File: config.mk
export PLATFORM = sky130hd
export DESIGN_NAME = turfio_cmd_path
export DESIGN_NICKNAME = d
export VERILOG_FILES = /design/src/rtl/turfio_pkg.sv /design/src/rtl/turfio_cmd_path.sv /design/src/rtl/turfio_trig_stamp.sv /design/src/rtl/turfio_sync_timing.sv /design/src/rtl/turfio_cmd_decoder.sv
export SDC_FILE = /design/constraint.sdc
export NUM_CORES = 1
export LEC_CHECK = 0
export BUFFER_PORTS_ARGS = -buffer_cell sky130_fd_sc_hd__buf_2
export CAP_MARGIN = 30
export CORE_MARGIN = 2
export CORE_UTILIZATION = 47
export CTS_CLUSTER_DIAMETER = 60
export DETAILED_ROUTE_END_ITERATION = 16
export GPL_TIMING_DRIVEN = 0
export MAX_ROUTING_LAYER = met4
export PLACE_DENSITY_LB_ADDON = 0.05
export RECOVER_POWER = 100
export SYNTH_ARGS = -nofsm -noshare
export SYNTH_HDL_FRONTEND = slang
export SYNTH_SLANG_ARGS = --single-unit
export TNS_END_PERCENT = 100
File: constraint.sdc
create_clock -name sysclk_i -period 2.4 [get_ports sysclk_i]
set_clock_uncertainty 0.05 [all_clocks]
set_input_delay 0.12 -clock sysclk_i [delete_from_list [all_inputs] [get_ports sysclk_i]]
set_output_delay 0.12 -clock sysclk_i [all_outputs]
set_load 0.005 [all_outputs]
File: src/rtl/turfio_pkg.sv
package turfio_pkg;

    //////////////////////////////////////////////////////////////////////
    // Command word format
    //////////////////////////////////////////////////////////////////////

    // Full width of a word from the TURF link
    localparam int CMD_W = 32;

    // Run command field in the top two bits
    localparam int RUNCMD_MSB = 31;
    localparam int RUNCMD_LSB = 30;

    // Run command codes
    localparam logic [1:0] RUNCMD_NONE  = 2'd0;
    localparam logic [1:0] RUNCMD_SYNC  = 2'd1;
    localparam logic [1:0] RUNCMD_RESET = 2'd2;
    localparam logic [1:0] RUNCMD_STOP  = 2'd3;

    // Single-bit flags
    localparam int PPS_BIT  = 29;
    localparam int TRIG_BIT = 28;

    // Trigger time sits at the bottom of the word
    localparam int TRIG_TIME_W = 15;

    //////////////////////////////////////////////////////////////////////
    // System clock timing
    //////////////////////////////////////////////////////////////////////

    // Free-running clock count
    localparam int COUNT_W = 48;

    // Sync period in sysclk cycles, phase and offset width to match
    localparam int SYNC_PERIOD = 16;
    localparam int PHASE_W     = 4;

    // Last phase of a period, which is where the counter sits out of reset
    localparam logic [PHASE_W-1:0] PHASE_RESET = PHASE_W'(SYNC_PERIOD - 1);

endpackage
File: src/rtl/turfio_cmd_path.sv
module turfio_cmd_path (
    input  logic                               sysclk_i,
    input  logic                               rst_n_i,
    // TURF command stream
    input  logic [turfio_pkg::CMD_W-1:0]       command_i,
    input  logic                               command_valid_i,
    // Sync configuration
    input  logic [turfio_pkg::PHASE_W-1:0]     sync_offset_i,
    input  logic                               en_ext_sync_i,
    // Timing outputs
    output logic                               sync_o,
    output logic                               running_o,
    output logic [turfio_pkg::COUNT_W-1:0]     sysclk_count_o,
    output logic                               pps_o,
    // Stamped triggers
    output logic                               trig_valid_o,
    output logic [turfio_pkg::TRIG_TIME_W-1:0] trig_time_o,
    output logic [turfio_pkg::COUNT_W-1:0]     trig_count_o
);

    //////////////////////////////////////////////////////////////////////
    // Internal links
    //////////////////////////////////////////////////////////////////////

    // Decoder run pulses
    logic                               run_sync;
    logic                               run_reset;
    logic                               run_stop;
    // Decoder trigger
    logic                               trig_pulse;
    logic [turfio_pkg::TRIG_TIME_W-1:0] trig_time;
    // Shared clock count
    logic [turfio_pkg::COUNT_W-1:0]     sysclk_count;

    assign sysclk_count_o = sysclk_count;

    //////////////////////////////////////////////////////////////////////
    // Stages
    //////////////////////////////////////////////////////////////////////

    // Command word to pulses, PPS goes straight out
    turfio_cmd_decoder u_decoder (
        .sysclk_i        (sysclk_i),
        .rst_n_i         (rst_n_i),
        .command_i       (command_i),
        .command_valid_i (command_valid_i),
        .run_sync_o      (run_sync),
        .run_reset_o     (run_reset),
        .run_stop_o      (run_stop),
        .pps_o           (pps_o),
        .trig_o          (trig_pulse),
        .trig_time_o     (trig_time)
    );

    // Sync phase, run state and clock count
    turfio_sync_timing u_timing (
        .sysclk_i       (sysclk_i),
        .rst_n_i        (rst_n_i),
        .run_sync_i     (run_sync),
        .run_reset_i    (run_reset),
        .run_stop_i     (run_stop),
        .sync_offset_i  (sync_offset_i),
        .en_ext_sync_i  (en_ext_sync_i),
        .sync_o         (sync_o),
        .running_o      (running_o),
        .sysclk_count_o (sysclk_count)
    );

    // Trigger timestamping
    turfio_trig_stamp u_stamp (
        .sysclk_i       (sysclk_i),
        .rst_n_i        (rst_n_i),
        .trig_i         (trig_pulse),
        .trig_time_i    (trig_time),
        .sysclk_count_i (sysclk_count),
        .trig_valid_o   (trig_valid_o),
        .trig_time_o    (trig_time_o),
        .trig_count_o   (trig_count_o)
    );

endmodule

File: src/rtl/turfio_trig_stamp.sv
module turfio_trig_stamp (
    input  logic                               sysclk_i,
    input  logic                               rst_n_i,
    // Trigger pulse and time from the decoder
    input  logic                               trig_i,
    input  logic [turfio_pkg::TRIG_TIME_W-1:0] trig_time_i,
    // Running clock count
    input  logic [turfio_pkg::COUNT_W-1:0]     sysclk_count_i,
    // Stamped trigger event
    output logic                               trig_valid_o,
    output logic [turfio_pkg::TRIG_TIME_W-1:0] trig_time_o,
    output logic [turfio_pkg::COUNT_W-1:0]     trig_count_o
);

    //////////////////////////////////////////////////////////////////////
    // Event valid
    //////////////////////////////////////////////////////////////////////

    // One cycle behind the trigger pulse
    always_ff @(posedge sysclk_i or negedge rst_n_i) begin
        if (!rst_n_i) begin
            trig_valid_o <= 1'b0;
        end else begin
            trig_valid_o <= trig_i;
        end
    end

    //////////////////////////////////////////////////////////////////////
    // Stamp capture
    //////////////////////////////////////////////////////////////////////

    // Time and count latched together on the trigger edge
    // Count is the value during the pulse cycle and not after
    // Outputs hold until the next trigger
    always_ff @(posedge sysclk_i or negedge rst_n_i) begin
        if (!rst_n_i) begin
            trig_time_o  <= '0;
            trig_count_o <= '0;
        end else if (trig_i) begin
            trig_time_o  <= trig_time_i;
            trig_count_o <= sysclk_count_i;
        end
    end

    //////////////////////////////////////////////////////////////////////
    // Checks
    //////////////////////////////////////////////////////////////////////

    // Valid can only stretch as far as the triggers behind it
    a_valid_width : assert property (
        @(posedge sysclk_i) disable iff (!rst_n_i)
        (trig_valid_o && $past(trig_valid_o)) |-> ($past(trig_i) && $past(trig_i, 2))
    );

endmodule

File: src/rtl/turfio_sync_timing.sv
module turfio_sync_timing (
    input  logic                           sysclk_i,
    input  logic                           rst_n_i,
    // Run pulses from the decoder
    input  logic                           run_sync_i,
    input  logic                           run_reset_i,
    input  logic                           run_stop_i,
    // Static configuration
    input  logic [turfio_pkg::PHASE_W-1:0] sync_offset_i,
    input  logic                           en_ext_sync_i,
    // First cycle of each sync period
    output logic                           sync_o,
    // Run in progress
    output logic                           running_o,
    // System clock count
    output logic [turfio_pkg::COUNT_W-1:0] sysclk_count_o
);

    //////////////////////////////////////////////////////////////////////
    // Sync phase
    //////////////////////////////////////////////////////////////////////

    // Position inside the 16-cycle period
    logic [turfio_pkg::PHASE_W-1:0] phase_q;
    // Realign request that is actually honoured
    logic                           ext_load;

    // Run sync only counts when external sync is enabled
    assign ext_load = run_sync_i && en_ext_sync_i;

    // Out of reset at the last phase
    // so the first edge lands on phase 0
    always_ff @(posedge sysclk_i or negedge rst_n_i) begin
        if (!rst_n_i) begin
            phase_q <= turfio_pkg::PHASE_RESET;
        end else if (ext_load) begin
            // Jump straight to the programmed offset
            phase_q <= sync_offset_i;
        end else begin
            // Wraps naturally since the period is a power of two
            phase_q <= phase_q + 1'b1;
        end
    end

    // Sync marks phase 0
    assign sync_o = (phase_q == '0);

    //////////////////////////////////////////////////////////////////////
    // Clock count
    //////////////////////////////////////////////////////////////////////

    // Free-running and cleared by a run reset
    always_ff @(posedge sysclk_i or negedge rst_n_i) begin
        if (!rst_n_i) begin
            sysclk_count_o <= '0;
        end else if (run_reset_i) begin
            sysclk_count_o <= '0;
        end else begin
            sysclk_count_o <= sysclk_count_o + 1'b1;
        end
    end

    //////////////////////////////////////////////////////////////////////
    // Run state
    //////////////////////////////////////////////////////////////////////

    // Reset starts a run and stop ends it
    // Decoder never raises both at once
    always_ff @(posedge sysclk_i or negedge rst_n_i) begin
        if (!rst_n_i) begin
            running_o <= 1'b0;
        end else if (run_reset_i) begin
            running_o <= 1'b1;
        end else if (run_stop_i) begin
            running_o <= 1'b0;
        end
    end

    // Stop does not touch the count
    // the clock keeps running between runs

    //////////////////////////////////////////////////////////////////////
    // Checks
    //////////////////////////////////////////////////////////////////////

    // Left alone, sync comes back one full period later
    // An honoured run sync anywhere in the window voids the attempt
    a_sync_period : assert property (
        @(posedge sysclk_i) disable iff (!rst_n_i || ext_load)
        sync_o |-> ##(turfio_pkg::SYNC_PERIOD) sync_o
    );

endmodule

File: src/rtl/turfio_cmd_decoder.sv
module turfio_cmd_decoder (
    input  logic                               sysclk_i,
    input  logic                               rst_n_i,
    // Word from the TURF link, one per valid strobe
    input  logic [turfio_pkg::CMD_W-1:0]       command_i,
    input  logic                               command_valid_i,
    // Run control pulses
    output logic                               run_sync_o,
    output logic                               run_reset_o,
    output logic                               run_stop_o,
    // PPS via command
    output logic                               pps_o,
    // Trigger pulse and its time
    output logic                               trig_o,
    output logic [turfio_pkg::TRIG_TIME_W-1:0] trig_time_o
);

    //////////////////////////////////////////////////////////////////////
    // Field extraction
    //////////////////////////////////////////////////////////////////////

    // Run command code
    logic [turfio_pkg::RUNCMD_MSB-turfio_pkg::RUNCMD_LSB:0] run_cmd;
    // Trigger flag and PPS flag
    logic                                                    trig_flag;
    logic                                                    pps_flag;

    assign run_cmd   = command_i[turfio_pkg::RUNCMD_MSB:turfio_pkg::RUNCMD_LSB];
    assign trig_flag = command_i[turfio_pkg::TRIG_BIT];
    assign pps_flag  = command_i[turfio_pkg::PPS_BIT];

    //////////////////////////////////////////////////////////////////////
    // Pulse registers
    //////////////////////////////////////////////////////////////////////

    // Every pulse is rebuilt each cycle, so no valid means all low
    always_ff @(posedge sysclk_i or negedge rst_n_i) begin
        if (!rst_n_i) begin
            run_sync_o  <= 1'b0;
            run_reset_o <= 1'b0;
            run_stop_o  <= 1'b0;
            pps_o       <= 1'b0;
            trig_o      <= 1'b0;
        end else begin
            // Code NONE decodes to nothing
            run_sync_o  <= command_valid_i && (run_cmd == turfio_pkg::RUNCMD_SYNC);
            run_reset_o <= command_valid_i && (run_cmd == turfio_pkg::RUNCMD_RESET);
            run_stop_o  <= command_valid_i && (run_cmd == turfio_pkg::RUNCMD_STOP);
            // Flags are independent of the run code
            pps_o       <= command_valid_i && pps_flag;
            trig_o      <= command_valid_i && trig_flag;
        end
    end

    // Trigger time rides with trig_o
    // Only loaded by an actual trigger word
    always_ff @(posedge sysclk_i) begin
        if (command_valid_i && trig_flag) begin
            trig_time_o <= command_i[turfio_pkg::TRIG_TIME_W-1:0];
        end
    end

    //////////////////////////////////////////////////////////////////////
    // Checks
    //////////////////////////////////////////////////////////////////////

    // Any pulse output at all
    logic any_pulse;
    assign any_pulse = run_sync_o | run_reset_o | run_stop_o | pps_o | trig_o;

    // One 2-bit code, so the run pulses never overlap
    a_run_onehot : assert property (
        @(posedge sysclk_i) disable iff (!rst_n_i)
        $onehot0({run_sync_o, run_reset_o, run_stop_o})
    );

    // A pulse two cycles wide needs two valid words back to back
    a_pulse_width : assert property (
        @(posedge sysclk_i) disable iff (!rst_n_i)
        (any_pulse && $past(any_pulse)) |->
            ($past(command_valid_i) && $past(command_valid_i, 2))
    );

endmodule

Word-level counts from Yosys, hierarchy flattened

Index checks and enable logic that the tools add are counted.

Output and inout bits: 115
Register bits: 137
Input bits: 40

Reductions and logical operators: 8
Add/sub/neg operators: 2
Eq/ne operators: 3
Mux-type cells: 4

Operators with widths:

| cell                    | number |
|---|---|
| $add A48 B1 Y48 const B | 1 |
| $mux W48                | 1 |
| $logic_and A1 B1 Y1     | 6 |
| $add A4 B1 Y4 const B   | 1 |
| $eq A2 B2 Y1 const B    | 2 |
| $logic_not A4 Y1        | 1 |
| $mux W4                 | 1 |
| $eq A2 B1 Y1 const B    | 1 |
| $mux W1                 | 2 |
| $reduce_bool A2 Y1      | 1 |

Depth between registers and ports, before layout

Gate-level depths: netlist (run 1).

Depth after elaboration: 2
Depth in mapped cells: 8
Depth with buffers taken out: 6

Hierarchy

From an unflattened synthesis (run 1), not the netlist that was laid out.

Cells, all modules: 462
Area, all modules: 6149.6 um2

Modules (own cells, without submodules):

| module             | seq. area each (um2) | times used | cells an instance | area an instance (um2) |
|---|---|---|---|---|
| turfio_sync_timing | 1331.3               | 1          | 303               | 2867.8 |
| turfio_trig_stamp  | 1601.5               | 1          | 134               | 2667.6 |
| turfio_cmd_decoder | 575.6                | 1          | 25                | 614.3 |

Least setup slack after synthesis (run 1)

Ideal clock, no wire load.

Path type: reg2reg
Start point: register u_timing.sysclk_count_o[5] (netlist name)
End point: register u_timing.sysclk_count_o[41] (netlist name)
Slack: -0.039 ns
Library setup time: 0.078 ns
Data required time: 2.272 ns
Arrival time: 2.311 ns
Cell stages (with the launch flop): 8
Cells stage by stage: dfrtp_1 > nand4_1 > or4_1 > buf_2 > or3_1 > buf_2 > or4_1 > a21oi_1

Longest elaborated chain between the ends: 2

Ends and longest elaborated chain:

| what                   | line                     | source |
|---|---|---|
| from (decl)            | turfio_sync_timing.sv:16 | `output logic [turfio_pkg::COUNT_W-1:0] sysclk_count_o` |
| from (signal assigned) | turfio_sync_timing.sv:59 | `sysclk_count_o <= sysclk_count_o + 1'b1;` |
| $add A48 B1 Y48        | turfio_sync_timing.sv:59 |  |
| $mux W48               | turfio_sync_timing.sv:56 | `end else if (run_reset_i) begin` |

No other way between the ends.
A chain may end at the register's enable or synchronous reset.

Worst setup path in the final report (run 1)

Start point: register u_timing.sysclk_count_o[9] (netlist name)
End point: register u_timing.sysclk_count_o[41] (netlist name)

The elaborated chain is that of the path after synthesis.

==> results.toml, run 1 <==
[worst_setup_path]
critPathRequiredTime_ns = 2.68
critPathLaunchType = "flop"
critPathMaxFanout = 7
endpoint = "u_timing.sysclk_count_o[41]"
worstSetupPathType = "reg -> reg"
crit_chain = "nand4_1 -> or4_4 -> or3_4 -> buf_6 -> or4_1 -> a21oi_1"
r2r_end = "u_timing.sysclk_count_o[41]"
rr_worst_depth = 6
regToRegStartpoint = "u_timing.sysclk_count_o[9]"
r2r_setup_slack_ns = 0.09
cp-end-kind = "flop"
cp.arrival_ns = 2.59
cp_top_family = "simple AND/OR/NAND/NOR gates"
slowest_delay_ns = 0.59
critical_path_depth = 6
crit_slowest_cell = "or4_4"
critPathLaunch = "u_timing.sysclk_count_o[9]"
path_buf_inv = 1

[layout]
area_delta_synth_final_pct = 32.0
drive_above_1_share = 0.331
antenna_cells = 0
nNetsFinal = 703
stdcell_count = 820

[run_status]
violations = "max-capacitance violations"
status = "complete, but fails checks"

[route]
ant_nets = 0
route.detailed.drc = 0
vias = 4273
dr.pass1.iters = 4
drt_iter0_drc = 211
wl_per_cell_um = 15.8
routed_via_density = 5.21
routed_wl_mm = 13.0

[grt]
antenna_found_initial = 0
grt_pass1_vias = 4192
track_usage = 0.219
grt_max_degree = 63
grt_first_pass_wirelength_mm = 21.3
overflow = 0

[synth]
synth_top_cell_area_share = 0.522
synth_common_cells = "dfrtp_1, mux2_2, nor2_1, xnor2_1, nand2_1"
syn-mean-instance-area_um2 = 12.4
synth_flop_cell = "dfrtp_1"
yosysWarnings = 0
synth_cell_types = 31
synth.most_common_cell = "dfrtp_1"
synth-edff-count = 15
ys_ff_latch = 137
synth.area.top_cells = "dfrtp_1, mux2_2, edfxtp_1, xnor2_1, nor2_1"
ys_seq_area_frac = 0.620
synth_nets = 500
syn_inst = 457
synth_top_cell_by_area = "dfrtp_1"
syn_area_mm2 = 0.00566
synthArstFlopShare = 0.891

[floorplan]
ios = 155
coreArea_mm2 = 0.0119
rows = 40
die_height_um = 114
initial_utilization = 0.477
die-area_mm2 = 0.0129
die_w_um = 114

[sta]
max_slew_margin = 0.00721
hold_viol_final = 0
setup_viol = 0
max_clock_freq_ghz = 0.433
drv_slew = 0
fin_crit_sh = 0.963
post-route-min-period_ns = 2.31
worstMarginPinSlew_ns = 1.49

[clock_tree]
cts_max_path_buffers = 2
cts_made_buffers = 17
tritoncts = "yes"
insertion_delay_ns = 0.41
clkSinkCount = 137
htree_levels = 4
clkSlewWorstSetupHoldPaths_ns = 0.05
cts_root_buf = "clkbuf_16"

[pwr]
powerDensity_mw_per_mm2 = 753
peakVddDrop_uv = 505
p_total_mw = 5.63
leakage_nw = 3.47

[placement]
gp_congestion = 0.816
dp_hpwl_mm = 8.92
placed_cells = 746
io_buffers = 141

[min_path]
min_from = "en_ext_sync_i"
hold_class = "in -> reg"

[run]
cap_viol_max_count = 1
## tightest hold or removal path, stage by stage
cell and delay (ns):
buf_2 0.10, nand2_1 0.19, a21oi_1 0.10
## layer usage
| metal | track usage | vias to the layer above | routed length [um] | part of all wire |
|---|---|---|---|---|
| li1 | - | 2009 | - | - |
| met1 | 0.276 | 2144 | 5580 | 0.43 |
| met2 | 0.340 | 104 | 6560 | 0.51 |
| met3 | 0.0579 | 16 | 634 | 0.049 |
| met4 | 0.0846 | 0 | 179 | 0.014 |
| met5 | - | - | 0 | 0 |
## how the worst min path moves through the flow
stage	end	depth (start not counted)	slack, ns
finish	u_timing.phase_q[3]	3	0.05
global route	u_timing.phase_q[3]	3	0.1
CTS	u_timing.phase_q[3]	3	0.03
detailed placement	u_stamp.trig_count_o[29]	1	0.09
global placement	u_decoder.trig_time_o[6]	1	0.25
floorplan	u_decoder.pps_o	0	-0.23
## per-stage QoR
| step | cell area (um2) | setup slack [ns] | util | hold WS, ns | setup TNS (ns) |
|---|---|---|---|---|---|
| final | 7470 | 0.0894 | 0.630 | 0.0509 | 0 |
| after global routing | 7470 | -0.00289 | 0.630 | 0.0971 | -0.00289 |
| after CTS | 7520 | 0.000158 | 0.634 | 0.0262 | 0 |
| after detailed placement | 6590 | -0.215 | 0.555 | 0.0914 | -1.39 |
| after global placement | 6560 | -0.636 | 0.553 | 0.247 | -49.54 |
| after floorplan | 5670 | 0.0589 | - | -0.226 | 0 |
## flip-flops by register name, indices dropped and copies added, names as in the netlist, 4 cells and up
register	flops
u_decoder.trig_time_o	15
u_stamp.trig_count_o	48
u_stamp.trig_time_o	15
u_timing.phase_q	4
u_timing.sysclk_count_o	48
## cell families after synthesis
group / count (synthesis) / synth area share
mux: 65 / 0.129
xor+xnor: 36 / 0.0557
simple gates: 161 / 0.144
flops: 137 / 0.620
buf+inv: 30 / 0.0206
fa+ha+maj: 3 / 0.00663
compound gates: 25 / 0.0237
## final cells by class
cell class / instances / area [um2]
multi-input cells: 290 / 2060
clock buffers: 28 / 497
inverters: 7 / 26.3
clock inverters: 4 / 45.0
repair buffers: 187 / 1040
flip-flops and latches: 137 / 3520
plain buffers: 20 / 93.8
fillers: 986 / 4390
well taps: 147 / 184
## cell usage in the layout, fill, tap and decap left out, types with 2 or more instances in the layout
cell / netlist / final
clkbuf_1: 12 / 69
nand2_1: 24 / 24
mux2_2: 65 / 65
nand2b_1: 2 / 2
buf_6: 0 / 3
nand4_1: 14 / 14
dfstp_2: 4 / 3
dfrtp_1: 118 / 108
o21ai_0: 9 / 9
nor2b_1: 2 / 2
ha_1: 3 / 2
dlygate4sd3_1: 0 / 27
clkbuf_16: 0 / 17
clkinv_2: 0 / 3
and3_1: 8 / 7
and4_1: 5 / 5
nor4_1: 14 / 12
and2_1: 5 / 4
xnor2_1: 28 / 28
nor4_2: 0 / 2
clkbuf_8: 0 / 3
dfrtp_2: 0 / 10
buf_1: 8 / 8
a21oi_1: 13 / 13
or3_1: 10 / 9
nor2_1: 49 / 49
or2_2: 2 / 2
xor2_1: 8 / 8
or4_4: 0 / 2
inv_1: 7 / 7
nor3_1: 7 / 7
buf_4: 0 / 12
edfxtp_1: 15 / 15
nand3_1: 15 / 15
buf_2: 3 / 94
## timing repair
action	4_1_cts	5_1_grt
hold endpoints to repair	83	0
hold buffers	27	0
pin swaps	3	4
setup buffers	11	7
gates resized for setup	18	4
endpoints found under the setup margin	13	10
## power breakdown
part	internal [mW]	leakage, nW	total [mW]	switching, mW
Combinational	0.328	1.45	0.609	0.281
Clock	1.50	0.266	2.37	0.867
Sequential	2.54	1.76	2.65	0.105
Power figures use the tool's default switching activity.
==> run 2: changes to the inputs <==
--- a/config.mk
+++ b/config.mk
@@ -7,2 +7,3 @@
 export LEC_CHECK = 0
+export ABC_AREA = 1
 export BUFFER_PORTS_ARGS = -buffer_cell sky130_fd_sc_hd__buf_2
@@ -10,3 +11,3 @@
 export CORE_MARGIN = 2
-export CORE_UTILIZATION = 47
+export CORE_UTILIZATION = 48
 export CTS_CLUSTER_DIAMETER = 60
==> constraint.sdc (replaced) <==
create_clock -name sysclk_i -period 2.4 [get_ports sysclk_i]
set_clock_uncertainty 0.05 [all_clocks]
set_input_delay 0.48 -clock sysclk_i [delete_from_list [all_inputs] [get_ports sysclk_i]]
set_output_delay 0.48 -clock sysclk_i [all_outputs]
set_load 0.005 [all_outputs]
==> results.toml, run 2 <==
[synth]
synth_adder_area_share = 0.00610
syn_inst = 662
syn-mean-instance-area_um2 = 9.29
ys_seq_area_frac = 0.570
synthSimpleGateAreaFrac = 0.240
synth-compound-area-share = 0.0570
synth_mux_area_frac = 0.0751
synth_top_family_by_area = "simple AND/OR/NAND/NOR gates"
synth_top_cell_area_share = 0.480
synth.most_common_cell = "nand2_1"
syn_area_mm2 = 0.00615
synthArstFlopShare = 0.891
ys_ff_latch = 137
synth.area.top_cells = "dfrtp_1, nand2_1, mux2_2, nor2_1, edfxtp_1"
synth_flop_cell = "dfrtp_1"
synth_common_cells = "nand2_1, nor2_1, dfrtp_1, inv_1, a21oi_1"
synth-edff-count = 15
synth_cell_types = 28
yosysWarnings = 0
synth_xor_area_frac = 0.00570
synth_nets = 705
synth_top_cell_by_area = "dfrtp_1"

[worst_setup_path]
critPathLaunchType = "flop"
path_buf_inv = 2
slowest_delay_ns = 0.47
critPathMostFrequentCell = "nor2_1"
crit_chain = "inv_1 -> nor2_1 -> nand2_1 -> nor2_1 -> clkbuf_1 -> nand2_1 -> nor3_1 -> nor2_1"
critPathRequiredTime_ns = 2.66
cp-end-kind = "flop"
worstSetupPathType = "reg -> reg"
critPathMaxFanout = 10
critical_path_depth = 8
cp_top_family = "simple AND/OR/NAND/NOR gates"
cp.arrival_ns = 2.34
crit_slowest_cell = "clkbuf_1"
rr_worst_depth = 8

[grt]
grt_pass1_vias = 4934
grt_max_degree = 82
grt_first_pass_wirelength_mm = 24.9
global_route.usage.met1 = 0.328
overflow = 0
use_met3 = 0.0474
met2_usage = 0.392
track_usage = 0.251
top_usage_layer = "met2"
antenna_found_initial = 0

[floorplan]
die_height_um = 117
die-area_mm2 = 0.0137
rows = 41
initial_utilization = 0.489
die_w_um = 117
ios = 155
coreArea_mm2 = 0.0126

[placement]
dp_slack_ns = 0.529
io_buffers = 141
placed_cell_area_mm2 = 0.00711
placed_cells = 976
dp_hpwl_mm = 11.9
gp_congestion = 0.907

[sta]
setup_viol = 0
worst_slack_ns = 0.323
post-route-min-period_ns = 2.08
fin_crit_sh = 0.865
drv_slew = 0
holdWs_ns = 0.177
hold_viol_final = 0
rsz0062_at_grt = "no"
tns_ns = 0
worstMarginPinSlew_ns = 1.09
max_slew_margin = 0.276
max_clock_freq_ghz = 0.481

[clock_tree]
clkSlewWorstSetupHoldPaths_ns = 0.06
htree_levels = 4
tritoncts = "yes"
post_cts_buffers = 0
hold_buffers = 1
insertion_delay_ns = 0.42
cts_made_buffers = 17
clkSinkCount = 137
cts_max_path_buffers = 2
post_cts_resized = 0
cts_root_buf = "clkbuf_16"

[min_path]
whs_path_depth = 2
hold_class = "in -> reg"

[layout]
layout_common_cells = "nand2_1, nor2_1, dfrtp_1"
fin_area_mm2 = 0.00754
area_delta_synth_final_pct = 22.6
drive_above_1_share = 0.194
seqCellArea_mm2 = 0.00351
utilization = 0.600
largestRegisters = "u_stamp.trig_count_o: 48 flops, u_timing.sysclk_count_o: 48 flops"
multi_input_area_mm2 = 0.00231
fill_cells = 1194
stdcell_count = 1009
final_common_cell = "nand2_1"
nNetsFinal = 867
antenna_cells = 0

[route]
ant_nets = 0
dr.pass1.iters = 4
vias = 5061
routed_via_density = 5.02
route.detailed.drc = 0
routed_wl_mm = 15.9
drt_iter0_drc = 261
wl_per_cell_um = 15.7

[run_status]
status = "finished clean"

[run]
cap_viol_max_count = 0

[pwr]
leakage_nw = 3.43
powerDensity_mw_per_mm2 = 784
p_total_mw = 5.91
peakVddDrop_uv = 668
==> run 2: cell types whose count changed in the layout (fill, tap and decap cells not counted), sizes merged, moves of 8 or more <==
cell / delta
o21ai: +12
nand3: +11
or3: -10
xnor2: -27
buf: -52
and3: -8
a21oi: +36
nand2: +125
clkbuf: +18
nor2: +92
inv: +48
mux2: -24
nor4: -14
dlygate4sd3: -26
==> run 2: cells by family (layout without fill, tap and decap cells) <==
| kind of cell | after synthesis | in the layout |
|---|---|---|
| buf+inv | 68 | 243 |
| fa+ha+maj | 3 | 3 |
| mux | 41 | 41 |
| compound gates | 70 | 70 |
| flops | 137 | 137 |
| simple gates | 339 | 339 |
| xor+xnor | 4 | 4 |
==> run 2: power breakdown <==
group / internal (mW) / total, mW / leakage (nW) / switching [mW]
registers: 2.57 / 2.71 / 1.73 / 0.137
clock network: 1.64 / 2.65 / 0.279 / 1.01
logic: 0.244 / 0.553 / 1.42 / 0.309
total: 4.45 / 5.91 / 3.43 / 1.46
==> run 2: per-layer routing <==
layer | up-vias | share of wire
met4 | 0 | 0.017
met1 | 2422 | 0.45
met2 | 152 | 0.48
met3 | 17 | 0.052
met5 | - | 0
li1 | 2470 | -
==> run 2: layout make-up <==
| type | count | share of cell area |
|---|---|---|
| inverter | 54 | 0.0269 |
| sequential | 137 | 0.465 |
| timing repair buffer | 143 | 0.0856 |
| buffer | 14 | 0.00747 |
| clock inverter | 14 | 0.0229 |
| multi-input combinational | 457 | 0.306 |
| clock buffer | 18 | 0.0569 |
| tap | 172 | 0.0285 |
==> run 2: final timing paths <==
path	from	to	slack, ns
max in group asynchronous	rst_n_i	u_timing.phase_q[0]	0.57
min in group asynchronous	rst_n_i	u_stamp.trig_count_o[15]	0.77
worst min-delay path	command_i[30]	u_decoder.run_reset_o	0.18
worst max-delay path	u_timing.sysclk_count_o[0]	u_timing.sysclk_count_o[39]	0.32
worst min register to register	u_decoder.run_stop_o	u_timing.running_o	0.38
worst max register to register	u_timing.sysclk_count_o[0]	u_timing.sysclk_count_o[39]	0.32
==> run 3: changes to the inputs <==
CORE_ASPECT_RATIO = 1.2   (was default)
==> results.toml, run 3 (synthesis results as in run 2) <==
[min_path]
hold_class = "in -> reg"
min_from = "command_i[30]"

[clock_tree]
post_cts_resized = 0
cts_made_buffers = 17
insertion_delay_ns = 0.42
clkSinkCount = 137
cts_root_buf = "clkbuf_16"
htree_levels = 4
hold_buffers = 1
clkSlewWorstSetupHoldPaths_ns = 0.06
tritoncts = "yes"
post_cts_buffers = 0
cts_max_path_buffers = 2

[worst_setup_path]
critPathMaxFanout = 10
regToRegStartpoint = "u_timing.sysclk_count_o[5]"
cp-end-kind = "flop"
cp.arrival_ns = 2.27
critPathRequiredTime_ns = 2.65
critPathLaunchType = "flop"
worstSetupPathType = "reg -> reg"
critPathLaunch = "u_timing.sysclk_count_o[5]"

[placement]
dp_slack_ns = 0.594
placed_cell_area_mm2 = 0.00710
gp_congestion = 0.907
dp_hpwl_mm = 12.4
io_buffers = 141

[grt]
grt_pass1_vias = 5138
grt_first_pass_wirelength_mm = 26.5
antenna_found_initial = 0
track_usage = 0.263
overflow = 0
grt_max_degree = 84

[layout]
fin_area_mm2 = 0.00755
final_common_cell = "nand2_1"
largestRegisters = "u_stamp.trig_count_o: 48 flops, u_timing.sysclk_count_o: 48 flops"
drive_above_1_share = 0.227
nNetsFinal = 867
antenna_cells = 0
area_delta_synth_final_pct = 22.8
layout_common_cells = "nand2_1, nor2_1, dfrtp_1"

[sta]
holdWs_ns = 0.177
worstMarginPinSlew_ns = 1.05
tns_ns = 0
post-route-min-period_ns = 2.02
drv_slew = 0
setup_viol = 0
hold_viol_final = 0
max_clock_freq_ghz = 0.495
rsz0062_at_grt = "no"
fin_crit_sh = 0.841
max_slew_margin = 0.300
worst_slack_ns = 0.382

[pwr]
leakage_nw = 3.54
p_total_mw = 5.88
powerDensity_mw_per_mm2 = 778
peakVddDrop_uv = 553

[route]
routed_wl_mm = 16.7
drt_iter0_drc = 255
wl_per_cell_um = 16.7
dr.pass1.iters = 4
route.detailed.drc = 0
ant_nets = 0
routed_via_density = 5.05
vias = 5052

[run_status]
status = "finished clean"

[floorplan]
ios = 155
initial_utilization = 0.490
die_w_um = 107
coreArea_mm2 = 0.0126
die_height_um = 128
rows = 45
die-area_mm2 = 0.0137

[run]
cap_viol_max_count = 0
run 3: cell types whose count changed in the layout (fill, tap and decap cells not counted), moves of 2 or more:
cell        before  now
inv_6            2    5
buf_2           63   92
clkbuf_1        89   62
clkbuf_2         3    1
clkinvlp_4       5    1
run 3: final cells by class:
| class | count | area, um2 |
|---|---|---|
| fill | 1149 | 5000 |
| multi-input combinational | 457 | 2310 |
| buffer | 14 | 56.3 |
| clock buffer | 17 | 425 |
| tap | 164 | 205 |
| clock inverter | 15 | 164 |
| timing repair buffer | 143 | 679 |
| inverter | 54 | 203 |
| sequential | 137 | 3510 |
run 3: final timing paths:
path,depth (start not counted),slack (ns),to
worst max-delay path,8,0.38,u_timing.sysclk_count_o[39]
worst min-delay path,2,0.18,u_decoder.run_reset_o
worst max register to register,8,0.38,u_timing.sysclk_count_o[39]
worst min register to register,1,0.40,u_timing.running_o
max in group asynchronous,3,0.61,u_timing.sysclk_count_o[8]
min in group asynchronous,2,0.73,u_stamp.trig_count_o[46]
run 3: metal layers:
metal	vias to the layer above	track usage	routed length, um
met4	0	0.0822	303
met2	135	0.436	8540
met1	2423	0.325	7120
met3	18	0.0534	748
met5	-	-	0
li1	2476	-	-
run 3: where the power goes:
group / internal, mW / switching, mW
Clock: 1.55 / 1.05
Sequential: 2.57 / 0.143
Combinational: 0.257 / 0.307
run 3: critical path: stages (launching register included):
cell,delay [ns]
dfrtp_1,0.46
nand2_1,0.11
nor2_1,0.14
nand2_1,0.15
nor2_1,0.23
clkbuf_1,0.43
nand2_2,0.12
nor3_1,0.14
nor2_1,0.06
run 3: through the flow:
| step | instances | utilization |
|---|---|---|
| 4_1_cts | 1001 | 0.613 |
| 2_1_floorplan | 662 | - |
| 6_report | 1001 | 0.601 |
| 3_5_place_dp | 968 | 0.565 |
| 5_1_grt | 1001 | 0.601 |
| 3_3_place_gp | 967 | 0.562 |
